## config.mk

```make
export PLATFORM = sky130hd
export DESIGN_NAME = a2_audio_top
export DESIGN_NICKNAME = d
export VERILOG_FILES = /design/src/design/a2_audio_pkg.sv /design/src/design/a2_audio_top.sv /design/src/design/audio_sample_mixer.sv /design/src/design/audio_tick_gen.sv /design/src/design/phase_sync.sv /design/src/design/speaker_pulse_limiter.sv /design/src/design/speaker_switch.sv
export SDC_FILE = /design/constraint.sdc
export NUM_CORES = 1
export LEC_CHECK = 0
export BUFFER_PORTS_ARGS = -buffer_cell sky130_fd_sc_hd__buf_2
export CAP_MARGIN = 20
export CORE_MARGIN = 5
export CORE_UTILIZATION = 25
export DETAILED_ROUTE_END_ITERATION = 8
export GPL_TIMING_DRIVEN = 0
export HOLD_SLACK_MARGIN = 0.05
export SETUP_SLACK_MARGIN = 0.3
export SLEW_MARGIN = 25
export SYNTH_ARGS = -nofsm -noshare
export SYNTH_HDL_FRONTEND = slang
export SYNTH_SLANG_ARGS = --single-unit
```

## constraint.sdc

```tcl
create_clock -name clk_pixel_w -period 1.4 [get_ports clk_pixel_w]
set_input_delay 0.07 -clock clk_pixel_w [delete_from_list [all_inputs] [get_ports clk_pixel_w]]
set_output_delay 0.07 -clock clk_pixel_w [all_outputs]
set_load 0.005 [all_outputs]
```

## src/design/a2_audio_pkg.sv

```systemverilog
package a2_audio_pkg;

    // Apple II bus
    localparam int ADDR_W = 16;

    // Speaker soft switch, any access toggles the speaker
    localparam logic [ADDR_W-1:0] SPEAKER_ADDR = 16'hC030;

    // Mockingboard channel width as delivered by the synthesizer
    localparam int MB_AUDIO_W = 10;

    // HDMI audio sample width
    localparam int SAMPLE_W = 16;

    // Position of a Mockingboard channel inside a sample
    localparam int MB_SHIFT = 4;

    // Amount a sounding speaker adds to each sample
    localparam logic [SAMPLE_W-1:0] SPEAKER_LEVEL = 16'h2000;

    // Speaker pulse length counter, in audio ticks
    localparam int PULSE_W = 8;

    // Loaded on every speaker change, so a held level
    // sounds for at most this many ticks
    localparam logic [PULSE_W-1:0] PULSE_MAX = 8'd255;

endpackage

```

## src/design/a2_audio_top.sv

```systemverilog
module a2_audio_top #(
    parameter int CLOCK_SPEED_HZ = 27_000_000,
    parameter int AUDIO_RATE     = 44100,
    parameter bit SPEAKER_ENABLE = 1'b1
) (
    input  logic                                clk_pixel_w,
    input  logic                                system_reset_n_w,

    // Apple II bus that the card only snoops
    input  logic                                a2_phi1_i,
    input  logic [a2_audio_pkg::ADDR_W-1:0]     a2_addr_i,
    input  logic                                a2_m2sel_n_i,

    // Mockingboard channels
    input  logic [a2_audio_pkg::MB_AUDIO_W-1:0] mb_audio_l_i,
    input  logic [a2_audio_pkg::MB_AUDIO_W-1:0] mb_audio_r_i,

    // HDMI audio samples
    output logic [a2_audio_pkg::SAMPLE_W-1:0]   sample_l_o,
    output logic [a2_audio_pkg::SAMPLE_W-1:0]   sample_r_o,
    output logic                                sample_valid_o
);

    logic phi1_rise_w;
    logic speaker_bit_w;
    logic audio_tick_w;
    logic speaker_pulse_w;

    // Phi1 into the pixel clock domain.
    // Only the rising edge drives the bus decode here
    phase_sync i_phase_sync_phi1 (
        .clk_pixel_w      (clk_pixel_w),
        .system_reset_n_w (system_reset_n_w),
        .async_i          (a2_phi1_i),
        .rise_o           (phi1_rise_w),
        .fall_o           ()
    );

    // Speaker soft switch at C030
    speaker_switch i_speaker_switch (
        .clk_pixel_w      (clk_pixel_w),
        .system_reset_n_w (system_reset_n_w),
        .phi1_rise_i      (phi1_rise_w),
        .addr_i           (a2_addr_i),
        .m2sel_n_i        (a2_m2sel_n_i),
        .speaker_bit_o    (speaker_bit_w)
    );

    // Sample rate strobe
    audio_tick_gen #(
        .CLOCK_SPEED_HZ (CLOCK_SPEED_HZ),
        .AUDIO_RATE     (AUDIO_RATE)
    ) i_audio_tick_gen (
        .clk_pixel_w      (clk_pixel_w),
        .system_reset_n_w (system_reset_n_w),
        .tick_o           (audio_tick_w)
    );

    // Held speaker level becomes a bounded pulse
    speaker_pulse_limiter #(
        .SPEAKER_ENABLE (SPEAKER_ENABLE)
    ) i_speaker_pulse_limiter (
        .clk_pixel_w      (clk_pixel_w),
        .system_reset_n_w (system_reset_n_w),
        .tick_i           (audio_tick_w),
        .speaker_bit_i    (speaker_bit_w),
        .pulse_o          (speaker_pulse_w)
    );

    // Speaker and Mockingboard mixed into one sample pair per tick
    audio_sample_mixer i_audio_sample_mixer (
        .clk_pixel_w      (clk_pixel_w),
        .system_reset_n_w (system_reset_n_w),
        .tick_i           (audio_tick_w),
        .speaker_i        (speaker_pulse_w),
        .mb_l_i           (mb_audio_l_i),
        .mb_r_i           (mb_audio_r_i),
        .sample_l_o       (sample_l_o),
        .sample_r_o       (sample_r_o),
        .sample_valid_o   (sample_valid_o)
    );

endmodule

```

## src/design/audio_sample_mixer.sv

```systemverilog
module audio_sample_mixer (
    input  logic                              clk_pixel_w,
    input  logic                              system_reset_n_w,
    input  logic                              tick_i,
    input  logic                              speaker_i,
    input  logic [a2_audio_pkg::MB_AUDIO_W-1:0] mb_l_i,
    input  logic [a2_audio_pkg::MB_AUDIO_W-1:0] mb_r_i,
    output logic [a2_audio_pkg::SAMPLE_W-1:0]   sample_l_o,
    output logic [a2_audio_pkg::SAMPLE_W-1:0]   sample_r_o,
    output logic                              sample_valid_o
);

    import a2_audio_pkg::*;

    logic [SAMPLE_W-1:0] speaker_term_w;
    logic [SAMPLE_W-1:0] sample_l_r;
    logic [SAMPLE_W-1:0] sample_r_r;
    logic                valid_r;

    // Channel placed in the sample word with headroom for the speaker
    function automatic logic [SAMPLE_W-1:0] mix_channel(
        input logic [MB_AUDIO_W-1:0] mb,
        input logic [SAMPLE_W-1:0]   speaker_term
    );
        logic [SAMPLE_W-1:0] shifted;
        shifted = SAMPLE_W'(mb) << MB_SHIFT;
        return shifted + speaker_term;
    endfunction

    assign speaker_term_w = speaker_i ? SPEAKER_LEVEL : '0;

    // Sample pair captured on a tick and held until the next one
    always_ff @(posedge clk_pixel_w or negedge system_reset_n_w) begin
        if (!system_reset_n_w) begin
            sample_l_r <= '0;
            sample_r_r <= '0;
        end else if (tick_i) begin
            sample_l_r <= mix_channel(mb_l_i, speaker_term_w);
            sample_r_r <= mix_channel(mb_r_i, speaker_term_w);
        end
    end

    // Valid strobe one clock behind the capture, no back-pressure
    always_ff @(posedge clk_pixel_w or negedge system_reset_n_w) begin
        if (!system_reset_n_w) begin
            valid_r <= 1'b0;
        end else begin
            valid_r <= tick_i;
        end
    end

    assign sample_l_o     = sample_l_r;
    assign sample_r_o     = sample_r_r;
    assign sample_valid_o = valid_r;

endmodule

```

## src/design/audio_tick_gen.sv

```systemverilog
module audio_tick_gen #(
    parameter int CLOCK_SPEED_HZ = 27_000_000,
    parameter int AUDIO_RATE     = 44100
) (
    input  logic clk_pixel_w,
    input  logic system_reset_n_w,
    output logic tick_o
);

    // Clocks per audio sample
    localparam int AUDIO_DIVIDE = CLOCK_SPEED_HZ / AUDIO_RATE;
    localparam int CNT_W        = (AUDIO_DIVIDE > 2) ? $clog2(AUDIO_DIVIDE) : 1;

    localparam logic [CNT_W-1:0] CNT_LAST = CNT_W'(AUDIO_DIVIDE - 1);

    logic [CNT_W-1:0] count_r;
    logic             wrap_w;
    logic             tick_r;

    assign wrap_w = (count_r == CNT_LAST);

    // Wrapping counter, 0 up to AUDIO_DIVIDE-1
    always_ff @(posedge clk_pixel_w or negedge system_reset_n_w) begin
        if (!system_reset_n_w) begin
            count_r <= '0;
        end else if (wrap_w) begin
            count_r <= '0;
        end else begin
            count_r <= count_r + 1'b1;
        end
    end

    // Registered strobe on wrap, so the first one lands
    // AUDIO_DIVIDE clocks after reset release
    always_ff @(posedge clk_pixel_w or negedge system_reset_n_w) begin
        if (!system_reset_n_w) begin
            tick_r <= 1'b0;
        end else begin
            tick_r <= wrap_w;
        end
    end

    assign tick_o = tick_r;

endmodule

```

## src/design/phase_sync.sv

```systemverilog
module phase_sync (
    input  logic clk_pixel_w,
    input  logic system_reset_n_w,
    input  logic async_i,
    output logic rise_o,
    output logic fall_o
);

    // Two synchronizer stages, then the previous synchronized value
    logic sync_meta_r;
    logic sync_r;
    logic prev_r;

    always_ff @(posedge clk_pixel_w or negedge system_reset_n_w) begin
        if (!system_reset_n_w) begin
            sync_meta_r <= 1'b0;
            sync_r      <= 1'b0;
            prev_r      <= 1'b0;
        end else begin
            sync_meta_r <= async_i;
            sync_r      <= sync_meta_r;
            prev_r      <= sync_r;
        end
    end

    // Edge strobes, each high for exactly one clock
    assign rise_o = sync_r & ~prev_r;
    assign fall_o = ~sync_r & prev_r;

endmodule

```

## src/design/speaker_pulse_limiter.sv

```systemverilog
module speaker_pulse_limiter #(
    parameter bit SPEAKER_ENABLE = 1'b1
) (
    input  logic clk_pixel_w,
    input  logic system_reset_n_w,
    input  logic tick_i,
    input  logic speaker_bit_i,
    output logic pulse_o
);

    import a2_audio_pkg::*;

    // The Apple II speaker is a level that sits high or low indefinitely.
    // Passed straight to HDMI that level becomes a DC offset, so each
    // change only sounds for a limited number of sample periods.

    logic               prev_bit_r;
    logic [PULSE_W-1:0] count_r;
    logic               pulse_r;
    logic               changed_w;
    logic               active_w;

    assign changed_w = (speaker_bit_i != prev_bit_r);

    // Pulse decision uses the state from before this tick
    assign active_w = prev_bit_r && (count_r != '0);

    // Remaining pulse length, reloaded on every speaker change
    always_ff @(posedge clk_pixel_w or negedge system_reset_n_w) begin
        if (!system_reset_n_w) begin
            count_r <= '0;
        end else if (tick_i) begin
            if (changed_w) begin
                count_r <= PULSE_MAX;
            end else if (count_r != '0) begin
                count_r <= count_r - 1'b1;
            end
        end
    end

    // Copy of the speaker bit as seen at the previous tick
    always_ff @(posedge clk_pixel_w or negedge system_reset_n_w) begin
        if (!system_reset_n_w) begin
            prev_bit_r <= 1'b0;
        end else if (tick_i) begin
            prev_bit_r <= speaker_bit_i;
        end
    end

    // Output only moves on ticks, a muted build holds it low
    always_ff @(posedge clk_pixel_w or negedge system_reset_n_w) begin
        if (!system_reset_n_w) begin
            pulse_r <= 1'b0;
        end else if (tick_i) begin
            pulse_r <= active_w && SPEAKER_ENABLE;
        end
    end

    assign pulse_o = pulse_r;

endmodule

```

## src/design/speaker_switch.sv

```systemverilog
module speaker_switch (
    input  logic                          clk_pixel_w,
    input  logic                          system_reset_n_w,
    input  logic                          phi1_rise_i,
    input  logic [a2_audio_pkg::ADDR_W-1:0] addr_i,
    input  logic                          m2sel_n_i,
    output logic                          speaker_bit_o
);

    import a2_audio_pkg::*;

    logic speaker_hit_w;
    logic speaker_bit_r;

    // The bus is sampled once per bus cycle, on the Phi1 rise strobe.
    // Reads and writes both count, the real hardware toggles on either
    assign speaker_hit_w = phi1_rise_i && (addr_i == SPEAKER_ADDR) && !m2sel_n_i;

    // One-bit sound source of the Apple II
    always_ff @(posedge clk_pixel_w or negedge system_reset_n_w) begin
        if (!system_reset_n_w) begin
            speaker_bit_r <= 1'b0;
        end else if (speaker_hit_w) begin
            speaker_bit_r <= ~speaker_bit_r;
        end
    end

    assign speaker_bit_o = speaker_bit_r;

endmodule

```

==> results of run 1 <==
critical path, delay by kind of cell, from the launching register on:
family / cells / cell delay, ns
flops: 1 / 0.40
buf+inv: 1 / 0.06
simple gates: 2 / 0.49
compound gates: 1 / 0.17
fa+ha+maj: 1 / 0.18
xor+xnor: 1 / 0.16
repair_timing:
action	CTS	global route
hold endpoints to repair	68	0
gates resized for setup	40	24
hold buffers	21	0
buffers inserted	11	17
setup endpoints to repair	41	43
cloned	1	2
pin swaps	4	11
area by class of cell:
class,count,share of cell area (%)
inverters,4,0.424
multi-input cells,113,29.9
plain buffers,14,4.24
well taps,108,3.82
repair buffers,114,23.9
clock buffers,7,2.72
flip-flops and latches,48,34.1
clock inverters,1,0.848
logic make-up after synthesis:
logic type / count (synthesis) / share of synthesized area [%]
XOR/XNOR: 10 / 4.39
multiplexers: 24 / 12.4
AND/OR/NAND/NOR: 49 / 14.5
flip-flops: 48 / 55.5
AO/OA/AOI/OAI: 16 / 5.78
adder cells (fa/ha/maj): 4 / 2.31
buffers and inverters: 18 / 4.97
other: 1 / 0.173
sequential cells by signal (all words and copies together), names as in the netlist:
register / flops
i_phase_sync_phi1.sync_meta_r: 1
i_audio_sample_mixer.sample_valid_o: 1
i_speaker_pulse_limiter.pulse_o: 1
i_speaker_pulse_limiter.prev_bit_r: 1
i_speaker_switch.speaker_bit_o: 1
i_phase_sync_phi1.prev_r: 1
i_phase_sync_phi1.sync_r: 1
i_speaker_pulse_limiter.count_r: 8
i_audio_sample_mixer.sample_l_o: 11
i_audio_sample_mixer.sample_r_o: 11
i_audio_tick_gen.count_r: 10
i_audio_tick_gen.tick_o: 1
power groups by stage:
stage,Sequential (W),Combinational (W),Clock (W)
after floorplan,0.00142,0.0000316,0
after global placement,0.00142,0.000110,0
after detailed placement,0.00142,0.000113,0
after CTS,0.00139,0.000161,0.00116
after global routing,0.00139,0.000183,0.00122
final,0.00139,0.000162,0.00111
Yosys cell counts, types with 2 or more instances:
library cell	count	area share, %
a22o_1	2	0.81
buf_2	2	0.46
buf_4	10	3.5
clkbuf_1	2	0.35
dfrtp_1	48	55
ha_1	4	2.3
inv_1	4	0.69
mux2_2	23	12
nand2_1	11	1.9
nand3_1	6	1.4
nand4_1	4	1.2
nor2_1	7	1.2
nor3_1	4	0.92
nor3b_2	2	1.2
nor4b_1	3	1.2
o21ai_0	3	0.69
o22a_1	2	0.81
xnor2_1	5	2.0
xor2_1	4	1.6
stage by stage:
stage	hold WS (ns)	power, W	cell area, um^2
detailed placement	0.135	0.00153	2680
global route	0.130	0.00279	3540
floorplan	-0.226	0.00145	2230
global placement	0.179	0.00153	2670
CTS	0.117	0.00271	3280
finish	0.128	0.00266	3540
worst paths after layout:
path | depth (start not counted) | end | from
min in group asynchronous | 2 | i_speaker_pulse_limiter.count_r[5] | system_reset_n_w
hold / removal | 3 | i_audio_sample_mixer.sample_l_o[13] | mb_audio_l_i[9]
setup / recovery | 6 | i_speaker_pulse_limiter.count_r[5] | i_speaker_pulse_limiter.count_r[0]
hold reg to reg | 0 | i_phase_sync_phi1.sync_r | i_phase_sync_phi1.sync_meta_r
max in group asynchronous | 2 | i_audio_tick_gen.count_r[4] | system_reset_n_w
setup reg to reg | 6 | i_speaker_pulse_limiter.count_r[5] | i_speaker_pulse_limiter.count_r[0]
routing by layer:
layer | GRT usage (%) | share of wire (%) | up-vias | wire length [um]
li1 | - | - | 845 | -
met1 | 12.6 | 44 | 845 | 2400
met3 | 2.71 | 4.9 | 3 | 268
met5 | 0 | 0 | - | 0
met4 | 2.39 | 0.44 | 0 | 24
met2 | 17.4 | 51 | 44 | 2760
==> results.sh, run 1 <==
export IMPL_setup_tns_ns=-1.39
export IMPL_clk_pin_slew_ns=0.10
export IMPL_layout_setup_ws_ns=-0.157
export IMPL_syn_area_per_cell_um2=12.7
export IMPL_ys_seq_elements=48
export IMPL_drive_gt1_share_pct=54.8
export IMPL_seq_area_um2=1210
export IMPL_synth_seq_area_share_pct=55.5
export IMPL_rsz0062_at_grt="yes"
export IMPL_synth_ff_type="dfrtp_1"
export IMPL_routabilityCongestion=0.772
export IMPL_fill_cells=805
export IMPL_netlist_cell_type_count=43
export IMPL_grt_start_max_net_pins=49
export IMPL_die_area_um2=10600
export IMPL_slew_headroom_pct=58.0
export IMPL_nets=344
export IMPL_hold_class="in -> reg"
export IMPL_htree_num_levels=2
export IMPL_track_usage_pct=10.1
export IMPL_drv_cap=0
export IMPL_tightest_slew_ns=0.629
export IMPL_rows=34
export IMPL_initial_core_util_pct=25.2
export IMPL_portBuffers=62
export IMPL_root_buffer="clkbuf_8"
export IMPL_ios=73
export IMPL_antenna_left=0
export IMPL_synth_edf_count=0
export IMPL_internal_power_w=0.00212
export IMPL_critPathLaunchType="flip-flop"
export IMPL_die_w_um=103
export IMPL_grt_pass1_vias=1739
export IMPL_antenna_found_initial=0
export IMPL_cp_cell_sequence="inv_1 > ha_2 > or3b_4 > o211ai_2 > xor2_1 > nand2_1"
export IMPL_cts_tree="built"
export IMPL_powerDensity_nw_per_um2=753
export IMPL_netlist_instances=170
export IMPL_switching_share_pct=20.4
export IMPL_cp_slowest_cell="or3b_4"
export IMPL_post_route_period_util_pct=111
export IMPL_pre_cts_ws_ns=-0.203
export IMPL_multi_input_area_um2=1060
export IMPL_fmax_mhz=642
export IMPL_hold_viol=0
export IMPL_p_clk_share_pct=41.7
export IMPL_critPathKind="reg -> reg"
export IMPL_grt_pass1_wl_um=8380
export IMPL_power_frac_comb_pct=6.1
export IMPL_ys_warn_count=0
export IMPL_clock_sinks=48
export IMPL_cp_required_ns=1.60
export IMPL_dp_cells=349
export IMPL_power_frac_seq_pct=52.2
export IMPL_hpwl_um=3120
export IMPL_most_common_layout_cells="buf_2 (61), dfrtp_1 (43), buf_4 (28), mux2_4 (23), dlygate4sd3_1 (21)"
export IMPL_finalMaxSlewViolations=0
export IMPL_via_count=1737
export IMPL_p_leak_nw=1.78
export IMPL_crit_path_max_fanout=3
export IMPL_drtPass1Iterations=4
export IMPL_core_area_um2=8590
export IMPL_ctsLongestPathBuffers=2
export IMPL_cpPeakStageDelay_ns=0.43
export IMPL_mostFrequentLayoutCell="buf_2"
export IMPL_grt_overflow=0
export IMPL_async_flop_share_pct=100
export IMPL_drt_total_wl_um=5450
export IMPL_period_needed_ns=1.56
export IMPL_r2r_setup_slack_ns=-0.16
export IMPL_syn2layout_area_growth_pct=63.5
export IMPL_cp_arrival_ns=1.76
export IMPL_final_cells=409
export IMPL_fin_util_pct=41.2
export IMPL_remaining_drc_errors=0
export IMPL_post_drt_wl_per_cell_um=13.3
export IMPL_die_y_um=103
export IMPL_status="finished with violations"
export IMPL_finalSetupViolations=14
export IMPL_end_kind="flip-flop"
export IMPL_clk_latency_ns=0.30
export IMPL_violations="negative setup slack"
export IMPL_numCtsBuffers=5
export IMPL_finClkSkew_ns=0.00953
export IMPL_ir_worst_vdd_uv=360
export IMPL_diodes=0
export IMPL_drt_iter0_drc=67
export IMPL_syn_area_um2=2160
export IMPL_p_sw_w=0.000544
export IMPL_via_per_inst=4.25
Power figures use the tool's default switching activity.
==> run 2, diff against run 1 <==
--- a/config.mk
+++ b/config.mk
@@ -9,6 +9,7 @@
 export CAP_MARGIN = 20
 export CORE_MARGIN = 5
 export CORE_UTILIZATION = 25
+export CTS_BUF_LIST = sky130_fd_sc_hd__clkbuf_4
 export DETAILED_ROUTE_END_ITERATION = 8
 export GPL_TIMING_DRIVEN = 0
 export HOLD_SLACK_MARGIN = 0.05
==> run 2 against run 1 <==
  * The flow still finishes with violations (negative setup slack)
  * Combinational power rose by 6%
  * Sequential power is essentially flat
  * Flip-flop and latch count did not move
  * Global-route usage grew 0.55 points
  * Worst setup slack worse by 0.025 ns
  * Largest power group unchanged
  * Final cell count down 0.24%
  * Fmax decreased by 1.6%
  * Non-clock buffer count shrank 1
  * Critical endpoint unchanged
  * Register-to-register slack worse by 0.03 ns
==> results.sh, run 2 (synthesized netlist as in run 1, its figures left out) <==
export IMPL_diodes=0
export IMPL_hold_viol=0
export IMPL_finalMaxSlewViolations=0
export IMPL_setup_tns_ns=-1.50
export IMPL_die_w_um=103
export IMPL_finClkSkew_ns=0.0136
export IMPL_post_route_period_util_pct=113
export IMPL_track_usage_pct=10.6
export IMPL_via_count=1744
export IMPL_ctsLongestPathBuffers=2
export IMPL_grt_busiest_layer="met2"
export IMPL_antenna_found_initial=0
export IMPL_cp_slowest_cell="or3b_4"
export IMPL_met1_usage_pct=12.9
export IMPL_multi_input_area_um2=1060
export IMPL_cp_cell_sequence="inv_1 > ha_2 > or3b_4 > o211ai_2 > xor2_1 > nand2_1"
export IMPL_cpPeakStageDelay_ns=0.43
export IMPL_mostFrequentLayoutCell="buf_2"
export IMPL_drv_cap=0
export IMPL_critPathKind="reg -> reg"
export IMPL_seq_area_um2=1210
export IMPL_via_per_inst=4.27
export IMPL_hold_class="in -> reg"
export IMPL_initial_core_util_pct=25.2
export IMPL_clk_pin_slew_ns=0.15
export IMPL_antenna_left=0
export IMPL_cp_required_ns=1.69
export IMPL_post_drt_wl_per_cell_um=13.6
export IMPL_violations="negative setup slack"
export IMPL_remaining_drc_errors=0
export IMPL_clock_sinks=48
export IMPL_tightest_slew_ns=0.619
export IMPL_status="finished with violations"
export IMPL_fin_area_um2=3460
export IMPL_crit_path_max_fanout=3
export IMPL_rsz0062_at_grt="yes"
export IMPL_ir_worst_vdd_uv=295
export IMPL_fill_cells=819
export IMPL_powerDensity_nw_per_um2=696
export IMPL_htree_num_levels=2
export IMPL_ios=73
export IMPL_grt_pass1_wl_um=8670
export IMPL_cp_num_buf_inv=1
export IMPL_cp_arrival_ns=1.87
export IMPL_period_needed_ns=1.58
export IMPL_groute_layer_met3_usage_pct=2.71
export IMPL_rows=34
export IMPL_numCtsBuffers=5
export IMPL_die_y_um=103
export IMPL_gr_usage_met2_pct=18.3
export IMPL_layout_setup_ws_ns=-0.182
export IMPL_end_kind="flip-flop"
export IMPL_hpwl_um=3120
export IMPL_syn2layout_area_growth_pct=60.1
export IMPL_portBuffers=62
export IMPL_grt_start_max_net_pins=49
export IMPL_routabilityCongestion=0.772
export IMPL_core_area_um2=8590
export IMPL_grt_pass1_vias=1781
export IMPL_grt_overflow=0
export IMPL_drt_iter0_drc=56
export IMPL_nets=343
export IMPL_drive_gt1_share_pct=52.7
export IMPL_slew_headroom_pct=58.7
export IMPL_most_common_layout_cells="buf_2 (61), dfrtp_1 (42), buf_4 (27), dlygate4sd3_1 (25), mux2_4 (23)"
export IMPL_cp_top_family="simple AND/OR/NAND/NOR gates"
export IMPL_cts_tree="built"
export IMPL_fmax_mhz=632
export IMPL_clk_latency_ns=0.38
export IMPL_finalSetupViolations=14
export IMPL_root_buffer="clkbuf_4"
export IMPL_p_leak_nw=1.73
export IMPL_drt_total_wl_um=5540
export IMPL_critPathLaunchType="flip-flop"
export IMPL_dpl_instance_area_um2=2680
export IMPL_die_area_um2=10600
export IMPL_drtPass1Iterations=4
## run 2: changes by cell type in the layout (fill, tap and decap cells not counted), moves of 2 or more
cell           change
buf_6              -4
clkbuf_4           +5
dlygate4sd3_1      +4
clkbuf_16          -2
buf_8              +2
clkinv_1           +2
clkbuf_8           -7
## run 2: final cells by class
class,count,share of cell area (%)
sequential,48,34.9
multi-input combinational,113,30.6
timing repair buffer,113,24.0
buffer,14,4.04
tap,108,3.90
clock buffer,5,1.08
clock inverter,3,1.08
inverter,4,0.433
## run 2: report_power, final
part	switching, W	total [W]	internal [W]	leakage, nW
registers	0.00000167	0.00139	0.00139	0.642
logic	0.0000642	0.000171	0.000107	1.05
clock network	0.000481	0.000847	0.000366	0.0403
## run 2: metal layers
layer / routed length, um / vias up
met5: 0 / -
met4: 74 / 0
met3: 295 / 10
met2: 2860 / 43
met1: 2310 / 848
li1: - / 843
## run 2: metrics by stage
| stage | setup slack [ns] | total power (W) | utilization [%] | std cells | hold WS [ns] |
|---|---|---|---|---|---|
| after floorplan | -0.105 | 0.00145 | - | 179 | -0.226 |
| after global placement | -0.177 | 0.00153 | 31.1 | 349 | 0.179 |
| after detailed placement | -0.203 | 0.00153 | 31.1 | 349 | 0.135 |
| after CTS | -0.173 | 0.00244 | 38.4 | 397 | 0.0784 |
| after global routing | -0.248 | 0.00252 | 40.3 | 408 | 0.0696 |
| final | -0.182 | 0.00241 | 40.3 | 408 | 0.0822 |
## run 2: what timing repair did
| item | 4_1_cts | 5_1_grt |
|---|---|---|
| hold buffers | 25 | 0 |
| pin swaps | 10 | 15 |
| setup buffers | 12 | 11 |
| gates resized for setup | 41 | 26 |
| endpoints found under the setup margin | 41 | 43 |
| gates cloned | 3 | 0 |
| endpoints found under the hold margin | 70 | 0 |
## run 2: path summary, 6_finish.rpt
path	start	endpoint	slack [ns]	depth (start not counted)
max	i_speaker_pulse_limiter.count_r[0]	i_speaker_pulse_limiter.count_r[5]	-0.18	6
min	a2_addr_i[7]	i_speaker_switch.speaker_bit_o	0.08	5
max reg2reg	i_speaker_pulse_limiter.count_r[0]	i_speaker_pulse_limiter.count_r[5]	-0.18	6
min reg2reg	i_phase_sync_phi1.sync_meta_r	i_phase_sync_phi1.sync_r	0.37	0
max in group asynchronous	system_reset_n_w	i_audio_tick_gen.count_r[4]	0.71	2
min in group asynchronous	system_reset_n_w	i_phase_sync_phi1.sync_r	0.23	2
## run 2: worst reg2reg max path, delay by kind of cell, from the launching register on
family,cells,cell delay [ns]
compound gates,1,0.17
xor+xnor,1,0.16
fa+ha+maj,1,0.18
buf+inv,1,0.06
flops,1,0.42
simple gates,2,0.50
